**src/include/bus_macros.svh**
```systemverilog
`ifndef BUS_MACROS_SVH
`define BUS_MACROS_SVH

// ============================================================
// bus geometry
// ============================================================
`define BUS_ADDR_W 32
`define BUS_DATA_W 32
`define BUS_STRB_W 4
// low address bits decoded by the slaves
`define BUS_OFS_W 12

// memory depth as word-index bits, 1024 words
`define SRAM_AW 10

// ============================================================
// serial device address map
// ============================================================
`define UART_REGION 20'ha0000
`define UART_TX_OFS 12'h3f8

`endif

```
**src/design/bus_pkg.sv**
```systemverilog
`include "bus_macros.svh"

package bus_pkg;

	// ============================================================
	// response codes
	// ============================================================
	typedef enum logic [1:0] {
		OKAY   = 2'b00,
		SLVERR = 2'b10
	} resp_e;

	// ============================================================
	// address word, raw or split into region and offset
	// ============================================================
	typedef struct packed {
		logic [`BUS_ADDR_W-`BUS_OFS_W-1:0] region;
		logic [`BUS_OFS_W-1:0]             offset;
	} addr_fields_t;

	// arbiter reads the region, slaves read the offset
	typedef union packed {
		logic [`BUS_ADDR_W-1:0] raw;
		addr_fields_t           f;
	} addr_u;

	// ============================================================
	// channel payloads
	// ============================================================
	typedef struct packed {
		addr_u addr;
		logic  valid;
	} ar_req_t;

	typedef struct packed {
		addr_u addr;
		logic  valid;
	} aw_req_t;

	typedef struct packed {
		logic [`BUS_DATA_W-1:0] data;
		logic [`BUS_STRB_W-1:0] strb;
		logic                   valid;
	} w_req_t;

	typedef struct packed {
		logic [`BUS_DATA_W-1:0] data;
		resp_e                  resp;
		logic                   valid;
	} r_rsp_t;

	typedef struct packed {
		resp_e resp;
		logic  valid;
	} b_rsp_t;

endpackage

```
**src/design/uart_slave.sv**
```systemverilog
`timescale 1ns/1ps
`include "bus_macros.svh"

module uart_slave (
	input  logic             clk,
	input  logic             rst,
	input  bus_pkg::aw_req_t aw_i,
	output logic             awready_o,
	input  bus_pkg::w_req_t  w_i,
	output logic             wready_o,
	output bus_pkg::b_rsp_t  b_o,
	input  logic             bready_i,
	output logic [7:0]       tx_byte_o,
	output logic             tx_valid_o
);

	import bus_pkg::*;

	logic       b_valid_q;
	resp_e      b_resp_q;
	logic       tx_valid_q;
	logic [7:0] tx_byte_q;
	logic       wr_acc;
	logic       ofs_hit;

	// one write at a time, no new accept while a response is pending
	assign wr_acc    = !b_valid_q && aw_i.valid && w_i.valid;
	assign awready_o = wr_acc;
	assign wready_o  = wr_acc;

	assign ofs_hit = (aw_i.addr.f.offset == `UART_TX_OFS);

	// ============================================================
	// response and transmit strobe
	// ============================================================
	always_ff @(posedge clk) begin
		if (rst) begin
			b_valid_q  <= 1'b0;
			b_resp_q   <= OKAY;
			tx_valid_q <= 1'b0;
		end else begin
			// strobe lasts one cycle only
			tx_valid_q <= wr_acc && ofs_hit && w_i.strb[0];
			if (wr_acc) begin
				b_valid_q <= 1'b1;
				b_resp_q  <= ofs_hit ? OKAY : SLVERR;
			end else if (bready_i) begin
				b_valid_q <= 1'b0;
			end
		end
	end

	// byte register, payload only
	always_ff @(posedge clk) begin
		if (wr_acc && ofs_hit && w_i.strb[0])
			tx_byte_q <= w_i.data[7:0];
	end

	assign b_o.valid  = b_valid_q;
	assign b_o.resp   = b_resp_q;
	assign tx_byte_o  = tx_byte_q;
	assign tx_valid_o = tx_valid_q;

	// one pulse per accepted write
	assert property (@(posedge clk) disable iff (rst)
		tx_valid_o |=> !tx_valid_o)
		else $error("tx strobe high for two cycles");

endmodule

```
**config.mk**
```make
export PLATFORM = sky130hd
export DESIGN_NAME = uart_slave
export DESIGN_NICKNAME = d
export VERILOG_FILES = /design/src/design/bus_pkg.sv /design/src/design/uart_slave.sv
export VERILOG_INCLUDE_DIRS = /design/src /design/src/include
export SDC_FILE = /design/constraint.sdc
export NUM_CORES = 1
export LEC_CHECK = 0
export BUFFER_PORTS_ARGS = -buffer_cell sky130_fd_sc_hd__buf_2
export CORE_UTILIZATION = 26
export DETAILED_ROUTE_END_ITERATION = 8
export PLACE_DENSITY = 0.83
export SLEW_MARGIN = 15
export SYNTH_ARGS = -nofsm -noshare
export SYNTH_HDL_FRONTEND = slang
export SYNTH_SLANG_ARGS = --single-unit
```
**constraint.sdc**
```tcl
create_clock -name clk -period 3.4 [get_ports clk]
set_input_delay 0.34 -clock clk [delete_from_list [all_inputs] [get_ports clk]]
set_output_delay 0.34 -clock clk [all_outputs]
set_load 0.05 [all_outputs]
```
* Word-level counts from Yosys, hierarchy flattened
Index checks and enable logic that the tools add are counted.
Word-level totals: output and inout port bits 14, logic and storage cells 14, bits in read-only memories 0, register bits 12, memory bits (writable) 0, memories kept 0, bits of input ports 73, latch bits 0
Operators by class: $mul 0, $add $sub $neg 0, shift operators 0, bitwise logic cells 0, eq/ne operators 1, magnitude comparators 0, reductions and logical operators 6, multiplexer cells 3, div/mod/pow operators 0
Operators by type and width (number):
- == test 12 x 10 -> 1 bit (second input constant) | 1
- logical AND 1 bit | 4
- 2-to-1 mux 1 bit | 2
- 2-to-1 mux 2 bit | 1
- nonzero test 2 bit | 1
- logical NOT 1 bit | 1

* Depth between registers and ports, before layout
depth in word-level cells 5, depth in mapped cells 4, depth with buffers taken out 3

* Least setup slack after synthesis
OpenSTA, ideal clock, no wires.
path type input port to flip-flop, start point in aw_i[3] (netlist name), end point reg tx_byte_q[0] (netlist: tx_byte_o[0]) (enable), data required time 3.069 ns, setup slack 1.985 ns, cell stages on the path 3, arrival 1.084 ns, buffers on the path 0, library setup time 0.331 ns, cell sequence nand2b_4 nor4_2 and4_1
Between the ends: word-level cells in the longest chain between the ends 3
Ends and longest elaborated chain:
- from (decl) | RTL line uart_slave.sv:7 | input bus_pkg::aw_req_t aw_i,
- == test 12 x 10 -> 1 bit (no line)
- logical AND 1 bit (2 in a row) | RTL line uart_slave.sv:55 | if (wr_acc && ofs_hit && w_i.strb[0])
- to (signal assigned) | RTL line uart_slave.sv:56 | tx_byte_q <= w_i.data[7:0];
- to (decl) | RTL line uart_slave.sv:22 | logic [7:0] tx_byte_q;
No other way between the ends. A chain may end at the register's enable or synchronous reset.

* Worst setup path after layout
start point reg b_valid_q, end point out awready_o
Between the ends: word-level cells in the longest chain between the ends 3
Ends and longest elaborated chain:
- from (decl) | RTL line uart_slave.sv:19 | logic b_valid_q;
- from (signal assigned) | RTL line uart_slave.sv:38 | b_valid_q <= 1'b0;
- from (signal assigned) | RTL line uart_slave.sv:45 | b_valid_q <= 1'b1;
- from (signal assigned) | RTL line uart_slave.sv:48 | b_valid_q <= 1'b0;
- logical NOT 1 bit | RTL line uart_slave.sv:27 | assign wr_acc = !b_valid_q && aw_i.valid && w_i.valid;
- logical AND 1 bit (2 in a row) | RTL line uart_slave.sv:27
- to (decl) | RTL line uart_slave.sv:8 | output logic awready_o,
No other way between the ends.

==> results.md <==
* Drt pass-1 iters at 2
* Met2 global-route usage at 0.1701
* Crit path capture type: output port
* CTS clock-pin slew for the worst setup and hold paths at 0.06 ns
* Setup TNS at 0 ns
* CTS Buffer Depth at 2
* Cell row count at 14
* Io pins at 87
* Yosys top cell by area: edfxtp_1
* Vias in the first global route at 338
* Pin count of the biggest net entering global routing at 9
* Status: completed
* Syn-to-layout area delta at 46.02%
* CTS tree: yes
* Met1 usage at 0.08730
* Worst IR Drop VDD at 100.9 uV
* Synthesized area at 440.4 um2
* Yosys warnings at 0
* Remaining antenna violation count at 0
* CP peak stage delay at 0.35 ns
* CTS hold repair buffers at 0
* First-pass GRT wire length at 1.255 mm
* Worst setup SP type: register
* Sink Count at 11
* Most frequent cell after synthesis: edfxtp_1
* Pins Over Slew Limit at 0
* GRT busiest layer: met2
* Leakage at 0.3041 nW
* Synth cell count leaders: 8 x edfxtp_1, 3 x buf_4, 3 x dfxtp_1
* EDFF count, synth at 8
* DRC at 0
* Met3 usage at 0.03404
* Initial core utilization at 0.2857
* Post-synth top area share at 0.5455
* Crit path cell chain: and3b_1, buf_2
* Crit-path max FO at 7
* Final Instance Area at 643.1 um2
* Dpl cell area at 616.8 um2
* Die W at 43.16 um
* Post-CTS Setup Bufs at 0
* Hold Vio Cnt, Final at 0
* Post_cts resized at 0
* Die ar. at 1862 um2
* ANT cells at 0
* DP HPWL at 742.4 um
* Worst path required time at 3.06 ns
* Initial antenna violation count at 0
* Total grt overflow at 0
* Final Skew at 0.004579 ns
* Layout Nets at 141
* Worst-skew pair later-pin latency at 0.25 ns
* Setup CP Type: register to output port
* Crit path max-delay family: simple AND/OR/NAND/NOR gates
* RSZ-0062 raised after global routing: no
* Post-synth ARST share at 0
* Distinct cells, synth at 18
* Critical-path top delay cell: and3b_1
* H-tree Lvls at 1
* Top_reg_cell synth: edfxtp_1
* Mapped Avg Cell Area at 15.19 um2
* Storage element area at 300.3 um2
* Post-Syn Instances at 29
* Core ar. at 1541 um2
* DR iter-0 viols at 3
* Vias/cell at 4.373
* Critical Path AT at 1.23 ns
* Final setup viols at 0
* Drt total wl at 825 um
* Share of cells above drive strength 1 at 0.6716
* CP Buf/Inv Count at 1
* Port bufs at 38
* Post-synth net total at 102
* Placer Congestion at 0.6703
* Final Cycle Share at 0.4611
* Layout fillers at 154
* Max cap viols at 0
* Min Tclk post-route at 1.568 ns
* Hold crit path type: primary input to register
* Fmax at 637.9 MHz
* Post-synthesis register bit count at 11
* Die height at 43.16 um
* Top cells by area, synth: edfxtp_1 55%, dfxtp_1 14%, buf_4 5.1%
* Total Routing Usage GR at 0.09099
* Total CTS buffers at 3
* PwrDens at 409.0 nW/um2
* Multi-input logic area at 102.6 um2
* Seq/Total Area, Yosys at 0.6818
* Clk root buf: clkbuf_4
* Routed len/inst at 9.940 um
* Vias at 363
==> state kept, by name (all words and copies together), names as in the netlist <==
| register | flops |
|---|---|
| b_resp_q | 1 |
| b_valid_q | 1 |
| tx_byte_o | 8 |
| tx_valid_o | 1 |
==> final timing paths <==
path | start | end | slack [ns] | depth (start not counted)
max reg2reg | b_valid_q$_SDFFE_PP0P_ | tx_byte_o[3]$_DFFE_PP_ | 1.96 | 2
min reg2reg | b_valid_q$_SDFFE_PP0P_ | b_valid_q$_SDFFE_PP0P_ | 0.50 | 2
max | b_valid_q$_SDFFE_PP0P_ | awready_o | 1.83 | 2
min | w_i[5] | tx_byte_o[0]$_DFFE_PP_ | 0.26 | 1
==> cell type report <==
cell class,count,area share
clock buffer,4,0.04086
inverter,1,0.005837
multi-input combinational,13,0.1595
sequential,11,0.4669
tap,16,0.03113
timing repair buffer,38,0.2957
==> where the power goes <==
part           switching, mW  internal (mW)
clock                 0.0357         0.0451
sequential          0.000942          0.145
combinational         0.0209         0.0153
==> cell usage in the layout, fill, tap and decap left out, drive strengths merged <==
cell type	Yosys	layout
nand3	1	1
nand2b	1	1
edfxtp	8	8
and4bb	1	1
nor2	2	2
a21oi	1	1
conb	1	1
nor3b	1	1
nor4	1	1
buf	4	38
clkbuf	0	4
nand4	1	1
and3b	1	1
and4	1	1
dfxtp	3	3
inv	1	1
a311oi	1	1
==> logic make-up after synthesis <==
family,Yosys count,synth area share
buf+inv,5,0.08521
flops,11,0.6818
simple gates,10,0.1932
compound gates,2,0.03124
other cells,1,0.008515
==> metrics by stage <==
| stage | hold slack [ns] | power, mW | worst slack [ns] | utilization | cells |
|---|---|---|---|---|---|
| 2_1_floorplan | 0.4121 | 0.1719 | 1.985 | - | 29 |
| 3_5_place_dp | 0.4950 | 0.1856 | 1.716 | 0.4002 | 79 |
| 6_report | 0.2593 | 0.2630 | 1.832 | 0.4172 | 83 |
| 5_1_grt | 0.2374 | 0.2783 | 1.751 | 0.4172 | 83 |
| 3_3_place_gp | 0.4855 | 0.1845 | 1.779 | 0.4002 | 79 |
| 4_1_cts | 0.2537 | 0.2670 | 1.819 | 0.4172 | 83 |
==> per-layer routing <==
| metal | up-vias | part of all wire |
|---|---|---|
| met4 | 0 | 0 |
| met2 | 33 | 0.51 |
| met3 | 0 | 0.17 |
| li1 | 180 | - |
| met1 | 150 | 0.33 |
| met5 | - | 0 |
Note: power is estimated with default switching activity, not from simulation.
