===== src/include/bus_macros.svh =====
`ifndef BUS_MACROS_SVH
`define BUS_MACROS_SVH

// ============================================================
// bus geometry
// ============================================================
`define BUS_ADDR_W 32
`define BUS_DATA_W 32
`define BUS_STRB_W 4
// low address bits decoded by the slaves
`define BUS_OFS_W 12

// memory depth as word-index bits, 1024 words
`define SRAM_AW 10

// ============================================================
// serial device address map
// ============================================================
`define UART_REGION 20'ha0000
`define UART_TX_OFS 12'h3f8

`endif


===== src/design/bus_pkg.sv =====
`include "bus_macros.svh"

package bus_pkg;

	// ============================================================
	// response codes
	// ============================================================
	typedef enum logic [1:0] {
		OKAY   = 2'b00,
		SLVERR = 2'b10
	} resp_e;

	// ============================================================
	// address word, raw or split into region and offset
	// ============================================================
	typedef struct packed {
		logic [`BUS_ADDR_W-`BUS_OFS_W-1:0] region;
		logic [`BUS_OFS_W-1:0]             offset;
	} addr_fields_t;

	// arbiter reads the region, slaves read the offset
	typedef union packed {
		logic [`BUS_ADDR_W-1:0] raw;
		addr_fields_t           f;
	} addr_u;

	// ============================================================
	// channel payloads
	// ============================================================
	typedef struct packed {
		addr_u addr;
		logic  valid;
	} ar_req_t;

	typedef struct packed {
		addr_u addr;
		logic  valid;
	} aw_req_t;

	typedef struct packed {
		logic [`BUS_DATA_W-1:0] data;
		logic [`BUS_STRB_W-1:0] strb;
		logic                   valid;
	} w_req_t;

	typedef struct packed {
		logic [`BUS_DATA_W-1:0] data;
		resp_e                  resp;
		logic                   valid;
	} r_rsp_t;

	typedef struct packed {
		resp_e resp;
		logic  valid;
	} b_rsp_t;

endpackage


===== src/design/bus_arbiter.sv =====
`timescale 1ns/1ps
`include "bus_macros.svh"

module bus_arbiter (
	input  logic             clk,
	input  logic             rst,

	// fetch master, read only
	input  bus_pkg::ar_req_t if_ar_i,
	output logic             if_arready_o,
	output bus_pkg::r_rsp_t  if_r_o,
	input  logic             if_rready_i,

	// data master
	input  bus_pkg::ar_req_t d_ar_i,
	output logic             d_arready_o,
	output bus_pkg::r_rsp_t  d_r_o,
	input  logic             d_rready_i,
	input  bus_pkg::aw_req_t d_aw_i,
	output logic             d_awready_o,
	input  bus_pkg::w_req_t  d_w_i,
	output logic             d_wready_o,
	output bus_pkg::b_rsp_t  d_b_o,
	input  logic             d_bready_i,

	// memory slave
	output bus_pkg::ar_req_t mem_ar_o,
	input  logic             mem_arready_i,
	input  bus_pkg::r_rsp_t  mem_r_i,
	output logic             mem_rready_o,
	output bus_pkg::aw_req_t mem_aw_o,
	input  logic             mem_awready_i,
	output bus_pkg::w_req_t  mem_w_o,
	input  logic             mem_wready_i,
	input  bus_pkg::b_rsp_t  mem_b_i,
	output logic             mem_bready_o,

	// serial slave, write only
	output bus_pkg::aw_req_t uart_aw_o,
	input  logic             uart_awready_i,
	output bus_pkg::w_req_t  uart_w_o,
	input  logic             uart_wready_i,
	input  bus_pkg::b_rsp_t  uart_b_i,
	output logic             uart_bready_o
);

	typedef enum logic [2:0] {
		G_IDLE,
		G_FETCH,
		G_DREAD,
		G_UWRITE,
		G_MWRITE
	} grant_e;

	grant_e grant_q;
	grant_e grant_d;
	logic   aw_is_uart;

	assign aw_is_uart = (d_aw_i.addr.f.region == `UART_REGION);

	// ============================================================
	// grant state
	// ============================================================
	always_ff @(posedge clk) begin
		if (rst) begin
			grant_q <= G_IDLE;
		end else begin
			grant_q <= grant_d;
		end
	end

	// fixed priority: fetch, data read, serial write, memory write
	always_comb begin
		grant_d = grant_q;
		case (grant_q)
			G_IDLE: begin
				if (if_ar_i.valid)
					grant_d = G_FETCH;
				else if (d_ar_i.valid)
					grant_d = G_DREAD;
				else if (d_aw_i.valid && aw_is_uart)
					grant_d = G_UWRITE;
				else if (d_aw_i.valid)
					grant_d = G_MWRITE;
			end
			// release once the response handshake completes
			G_FETCH: if (mem_r_i.valid && if_rready_i) grant_d = G_IDLE;
			G_DREAD: if (mem_r_i.valid && d_rready_i) grant_d = G_IDLE;
			G_UWRITE: if (uart_b_i.valid && d_bready_i) grant_d = G_IDLE;
			G_MWRITE: if (mem_b_i.valid && d_bready_i) grant_d = G_IDLE;
			default: grant_d = G_IDLE;
		endcase
	end

	// ============================================================
	// channel routing
	// ============================================================
	always_comb begin
		// nothing passes unless granted
		if_arready_o  = 1'b0;
		if_r_o        = '0;
		d_arready_o   = 1'b0;
		d_r_o         = '0;
		d_awready_o   = 1'b0;
		d_wready_o    = 1'b0;
		d_b_o         = '0;
		mem_ar_o      = '0;
		mem_rready_o  = 1'b0;
		mem_aw_o      = '0;
		mem_w_o       = '0;
		mem_bready_o  = 1'b0;
		uart_aw_o     = '0;
		uart_w_o      = '0;
		uart_bready_o = 1'b0;

		case (grant_q)
			G_FETCH: begin
				mem_ar_o     = if_ar_i;
				if_arready_o = mem_arready_i;
				if_r_o       = mem_r_i;
				mem_rready_o = if_rready_i;
			end
			G_DREAD: begin
				mem_ar_o     = d_ar_i;
				d_arready_o  = mem_arready_i;
				d_r_o        = mem_r_i;
				mem_rready_o = d_rready_i;
			end
			G_UWRITE: begin
				uart_aw_o     = d_aw_i;
				uart_w_o      = d_w_i;
				d_awready_o   = uart_awready_i;
				d_wready_o    = uart_wready_i;
				d_b_o         = uart_b_i;
				uart_bready_o = d_bready_i;
			end
			G_MWRITE: begin
				mem_aw_o     = d_aw_i;
				mem_w_o      = d_w_i;
				d_awready_o  = mem_awready_i;
				d_wready_o   = mem_wready_i;
				d_b_o        = mem_b_i;
				mem_bready_o = d_bready_i;
			end
			default: ;
		endcase
	end

	// ============================================================
	// checks
	// ============================================================
	// a write goes to exactly one slave
	assert property (@(posedge clk) disable iff (rst)
		!(mem_b_i.valid && uart_b_i.valid))
		else $error("write answered by memory and serial device at once");

	// read grant holds while its data waits for the master
	assert property (@(posedge clk) disable iff (rst)
		(if_r_o.valid && !if_rready_i) |=> (if_r_o.valid && $stable(if_r_o.data)))
		else $error("fetch read grant dropped with data pending");

	assert property (@(posedge clk) disable iff (rst)
		(d_r_o.valid && !d_rready_i) |=> (d_r_o.valid && $stable(d_r_o.data)))
		else $error("data read grant dropped with data pending");

endmodule


===== config.mk =====
export PLATFORM = sky130hd
export DESIGN_NAME = bus_arbiter
export DESIGN_NICKNAME = d
export VERILOG_FILES = /design/src/design/bus_pkg.sv /design/src/design/bus_arbiter.sv
export VERILOG_INCLUDE_DIRS = /design/src /design/src/include
export SDC_FILE = /design/constraint.sdc
export NUM_CORES = 1
export LEC_CHECK = 0
export BUFFER_PORTS_ARGS = -buffer_cell sky130_fd_sc_hd__buf_2
export CAP_MARGIN = 25
export CORE_AREA = 2 2 170 172
export DETAILED_ROUTE_END_ITERATION = 7
export DIE_AREA = 0 0 172 174
export PLACE_DENSITY_LB_ADDON = 0.15
export SLEW_MARGIN = 20
export SYNTH_ARGS = -nofsm -noshare
export SYNTH_HDL_FRONTEND = slang
export SYNTH_SLANG_ARGS = --single-unit

===== constraint.sdc =====
create_clock -name clk -period 2.2 [get_ports clk]
set_clock_uncertainty 0.05 [all_clocks]
set_input_delay 0.33 -clock clk [delete_from_list [all_inputs] [get_ports clk]]
set_output_delay 0.33 -clock clk [all_outputs]
set_load 0.05 [all_outputs]

## Word level (Yosys, flattened, before mapping)

Cells that the tools add are included.
Widths: inputs -> output; s select.

- Multiplexer cells: 24
- Reduce and logical (&&, ||, !) cells: 7
- Eq/ne operators: 10

Operators with widths:

| operator | count |
|---|---|
| $mux 37 | 2 |
| $mux 35 | 2 |
| $mux 33 | 2 |
| $pmux 33 s2 | 1 |
| $mux 3 | 8 |
| $eq 20x20->1 const B | 1 |
| $pmux 3 s5 | 1 |
| $ne 2x2->1 const B | 4 |
| $eq 3x2->1 const B | 2 |
| $pmux 1 s2 | 3 |
| $pmux 3 s2 | 1 |
| $logic_and 1x1->1 | 5 |
| $ne 5x5->1 const B | 1 |
| $reduce_and 5->1 | 1 |
| $mux 1 | 4 |
| $eq 3x1->1 const B | 1 |
| $eq 3x3->1 const B | 1 |
| $logic_not 3->1 | 1 |

- Register bits after elaboration: 3
- Bits of input ports: 187
- Logic and storage cells: 42
- Output and inout port bits: 253

## Depth between registers and ports, before layout

- Depth in word-level cells: 6
- Mapped depth: 5
- Depth with buffers taken out: 4

## Worst setup path before layout

Ideal clock, no wire load.

- Kind: register to output
- Start point: register grant_q[0]
- End point: output uart_aw_o[0] (netlist name)
- Arrival: 1619 ps
- Buffers on the path: 3
- Setup slack: 201 ps
- Cell stages (with the launch flop): 6
- Cells stage by stage: dfxtp_1 -> clkbuf_1 -> and3b_1 -> buf_2 -> clkbuf_1 -> and2_1

RTL lines:

| item | RTL line | text |
|---|---|---|
| from (decl) | bus_arbiter.sv:55 | `grant_e grant_q;` |
| from (signal assigned) | bus_arbiter.sv:68 | `grant_q <= grant_d;` |
| to (decl) | bus_arbiter.sv:39 | `output bus_pkg::aw_req_t uart_aw_o,` |

==> key figures <==
Outcome
  – Outcome: complete, no violations

Hold path
  – HP Class: primary input to flop
  – Worst Hold Path Cells: 2
  – Min-delay src: rst
  – Hold Path Sink: grant_q[2]$_SDFFE_PP0P_

Route
  – Vias: 3793
  – Total Wirelength: 16.47 mm
  – Drt drc: 0
  – Metal2 WL: 8.636 mm
  – Drt pass-1 iters: 4
  – M1 WL: between 6 and 7 mm
  – Drt via density: 3.363
  – Detail Route Antenna Nets: 0
  – Met3 WL: between 1 and 1.5 mm
  – Top sig layer: met5
  – Initial drt markers: between 100 and 150
  – Routed wire per std cell: ~15 µm

Logic synthesis
  – Post-synth cell types: 27
  – Synth Area in Compound Gates: 0.1953
  – Largest family of logic cells by synthesized area: simple AND/OR/NAND/NOR gates
  – FFs w/ async S/R, synth: 0
  – Synth Area in Simple Gates: 0.7083
  – Seq cells post-synth: 3
  – Register area share after synthesis: 0.02840
  – Syn_nets: ~510
  – Avg Inst Size Synth: 6.649 µm²
  – Post-Synth XOR/XNOR Area: 0
  – Main flop type after synthesis: dfxtp_1
  – Multiplexer share of the synthesized area: 0.004734
  – Yosys warns: 0
  – Mapped Cells: ~320
  – Synth Cell Area: between 2000 and 2500 µm²
  – Synth Area in Adders: 0
  – Post-synth EDFFs: 0

Final layout
  – Fin area: between 5000 and 6000 µm²
  – Max FFs per register: 3
  – Most common cell after layout, fill and taps aside: buf_2
  – Final net count: 931
  – Top Registers: grant_q (3)
  – Share of layout cells above drive strength 1: 0.6299
  – P&R area growth vs syn: 140.1%
  – Most frequent cells in the layout: 412 x buf_2, 212 x and2_1, 39 x a22o_1, 16 x buf_4, 14 x clkbuf_4
  – Top reg by flops: grant_q

Worst setup path
  – Worst path cell trace: inv_1 -> nor3_4 -> buf_4 -> buf_16 -> a22o_1 -> buf_2
  – R2r endpoint: grant_q[1]$_SDFFE_PP0P_
  – Largest stage delay, worst path: ~0.4 ns
  – R2R Setup Slk: just over 0.5 ns
  – CP bufs+invs: 4
  – CP max-delay cell: dfxtp_2
  – R2R depth: 5
  – Worst Path Class, Setup: flop to output pin
  – Worst R2R Start: grant_q[2]$_SDFFE_PP0P_
  – Worst Path Required: around 1.8 ns
  – CP Max Fanout: 35
  – Critical Path Source Type: flop
  – CP arrival: 1.76 ns
  – Delay-heaviest family, CP: buffers and inverters
  – Critical Path Start: grant_q[1]$_SDFFE_PP0P_
  – Worst setup EP type: output pin

Global route
  – Largest net degree at the start of global routing: 78
  – Antenna violations before repair: 2
  – Total Routing Usage GR: 0.09322
  – First-pass GRT wire length: roughly 21 mm
  – Number of global-route vias before repair: 3450
  – Global route overflow: 0

CTS
  – CTS sink cnt: 3
  – Clock Latency Late Sink: 0.22 ns
  – Clock slew at reported path FFs: 0.03 ns
  – Hold_buf cts: 0
  – CTS root buf: clkbuf_16
  – H-tree lvl count: 1
  – CTS tree: yes
  – Buffer depth of the longest clock path: 2
  – Total CTS buffers: 3

Die
  – Core Footprint: between 20000 and 30000 µm²
  – Die area: approximately 30000 µm²
  – Std-Cell Rows: 62
  – Die height: approximately 170 µm
  – Die X-Extent: around 170 µm
  – Ports: between 400 and 500
  – Initial Utilization: 0.07488

Place
  – Gp weighted congestion: 0.7357
  – Setup WS pre-CTS: roughly 0.17 ns
  – Placed cell areas: 4842 µm²
  – I/O Buffers: ~440
  – HPWL after DPL: 13.10 mm

Timing
  – Endpoints failing hold: 0
  – Fin. max-slew vios: 0
  – Setup WS post-layout: between 0.06 and 0.07 ns
  – Slew headroom: 0.7573
  – Slew @ Worst Pin: ~0.36 ns
  – Fmax: 468.1 MHz
  – Fin crit period: 2.137 ns
  – Final setup violation count: 0
  – Period utilization: 0.9711

Power and ir drop
  – Pwr Density: approximately 320 nW/µm²
  – Power, Total: around 1600 µW
  – Leakage Power: roughly 0.0031 µW
  – Max IR drop VDD: 219.1 µV

Flow run
  – MaxCap Viol Count: 0
[logic make-up after synthesis]
family	count (synthesis)
mux	1
simple gates	232
compound gates	48
flops	3
buf+inv	34
[power by group]
group	switching (µW)	leakage, µW	internal [µW]
clock network	50.0	0.0000382	239
registers	10.0	0.0000258	59.5
logic	872	0.00307	401
[timing repair]
item                       in CTS  in global routing
gates resized for setup        13                 22
gates cloned                    1                  2
setup endpoints to repair      61                116
hold endpoints to repair        0                  0
buffers inserted                0                  2
pin swaps                       0                  1
[Yosys cell counts (2+ instances only)]
| master | count | share of area |
|---|---|---|
| and2_1 | 212 | 0.63 |
| a22o_1 | 39 | 0.16 |
| clkbuf_1 | 26 | 0.046 |
| buf_2 | 5 | 0.012 |
| nand2_1 | 4 | 0.0071 |
| dfxtp_1 | 3 | 0.028 |
| inv_1 | 3 | 0.0053 |
| a21oi_1 | 2 | 0.0047 |
| and2_2 | 2 | 0.0071 |
| nand2b_1 | 2 | 0.0059 |
| nor3_2 | 2 | 0.0095 |
| nor3b_2 | 2 | 0.012 |
| or4_1 | 2 | 0.0071 |
[stage by stage]
stage / setup TNS (ns) / util / cells / hold slack [ns]
6_report: 0 / 0.1798 / 1128 / 0.3138
2_1_floorplan: 0 / - / 318 / 0.3911
4_1_cts: -0.3240 / 0.1765 / 1123 / 0.3170
5_1_grt: -0.03694 / 0.1797 / 1127 / 0.3365
3_3_place_gp: 0 / 0.1715 / 1118 / 0.5504
3_5_place_dp: 0 / 0.1715 / 1118 / 0.5562
[area by class of cell]
| type | instances | area, µm² |
|---|---|---|
| Multi-Input combinational cell | 281 | 1941 |
| Inverter | 3 | 11.26 |
| Fill cell | 3292 | 23160 |
| Sequential cell | 3 | 63.81 |
| Clock buffer | 4 | 78.83 |
| Antenna cell | 1 | 2.502 |
| Tap cell | 384 | 480.5 |
| Timing Repair Buffer | 452 | 2500 |
[per-layer routing]
layer,up-vias,track usage
li1,1893,-
met5,-,0
met4,2,0.01576
met3,8,0.01662
met2,200,0.1832
met1,1690,0.1036
[worst max-delay path by stage]
stage                     cells after the start      endpoint  slack (ns)
after global placement                        5  mem_ar_o[27]        0.17
final                                         6  mem_ar_o[32]        0.06
after CTS                                     5   mem_ar_o[3]       -0.02
after floorplan                               5  uart_aw_o[0]        0.20
after global routing                          6  mem_ar_o[16]      -0.009
after detailed placement                      4  mem_ar_o[27]        0.17
[worst register-to-register path, stage by stage, from the launching register on]
cell and delay [ns]:
dfxtp_2 0.40, nor3b_4 0.35, buf_8 0.29, nand2_1 0.12, o211a_1 0.15, o32ai_1 0.24
(Power assumes the default switching activity.)
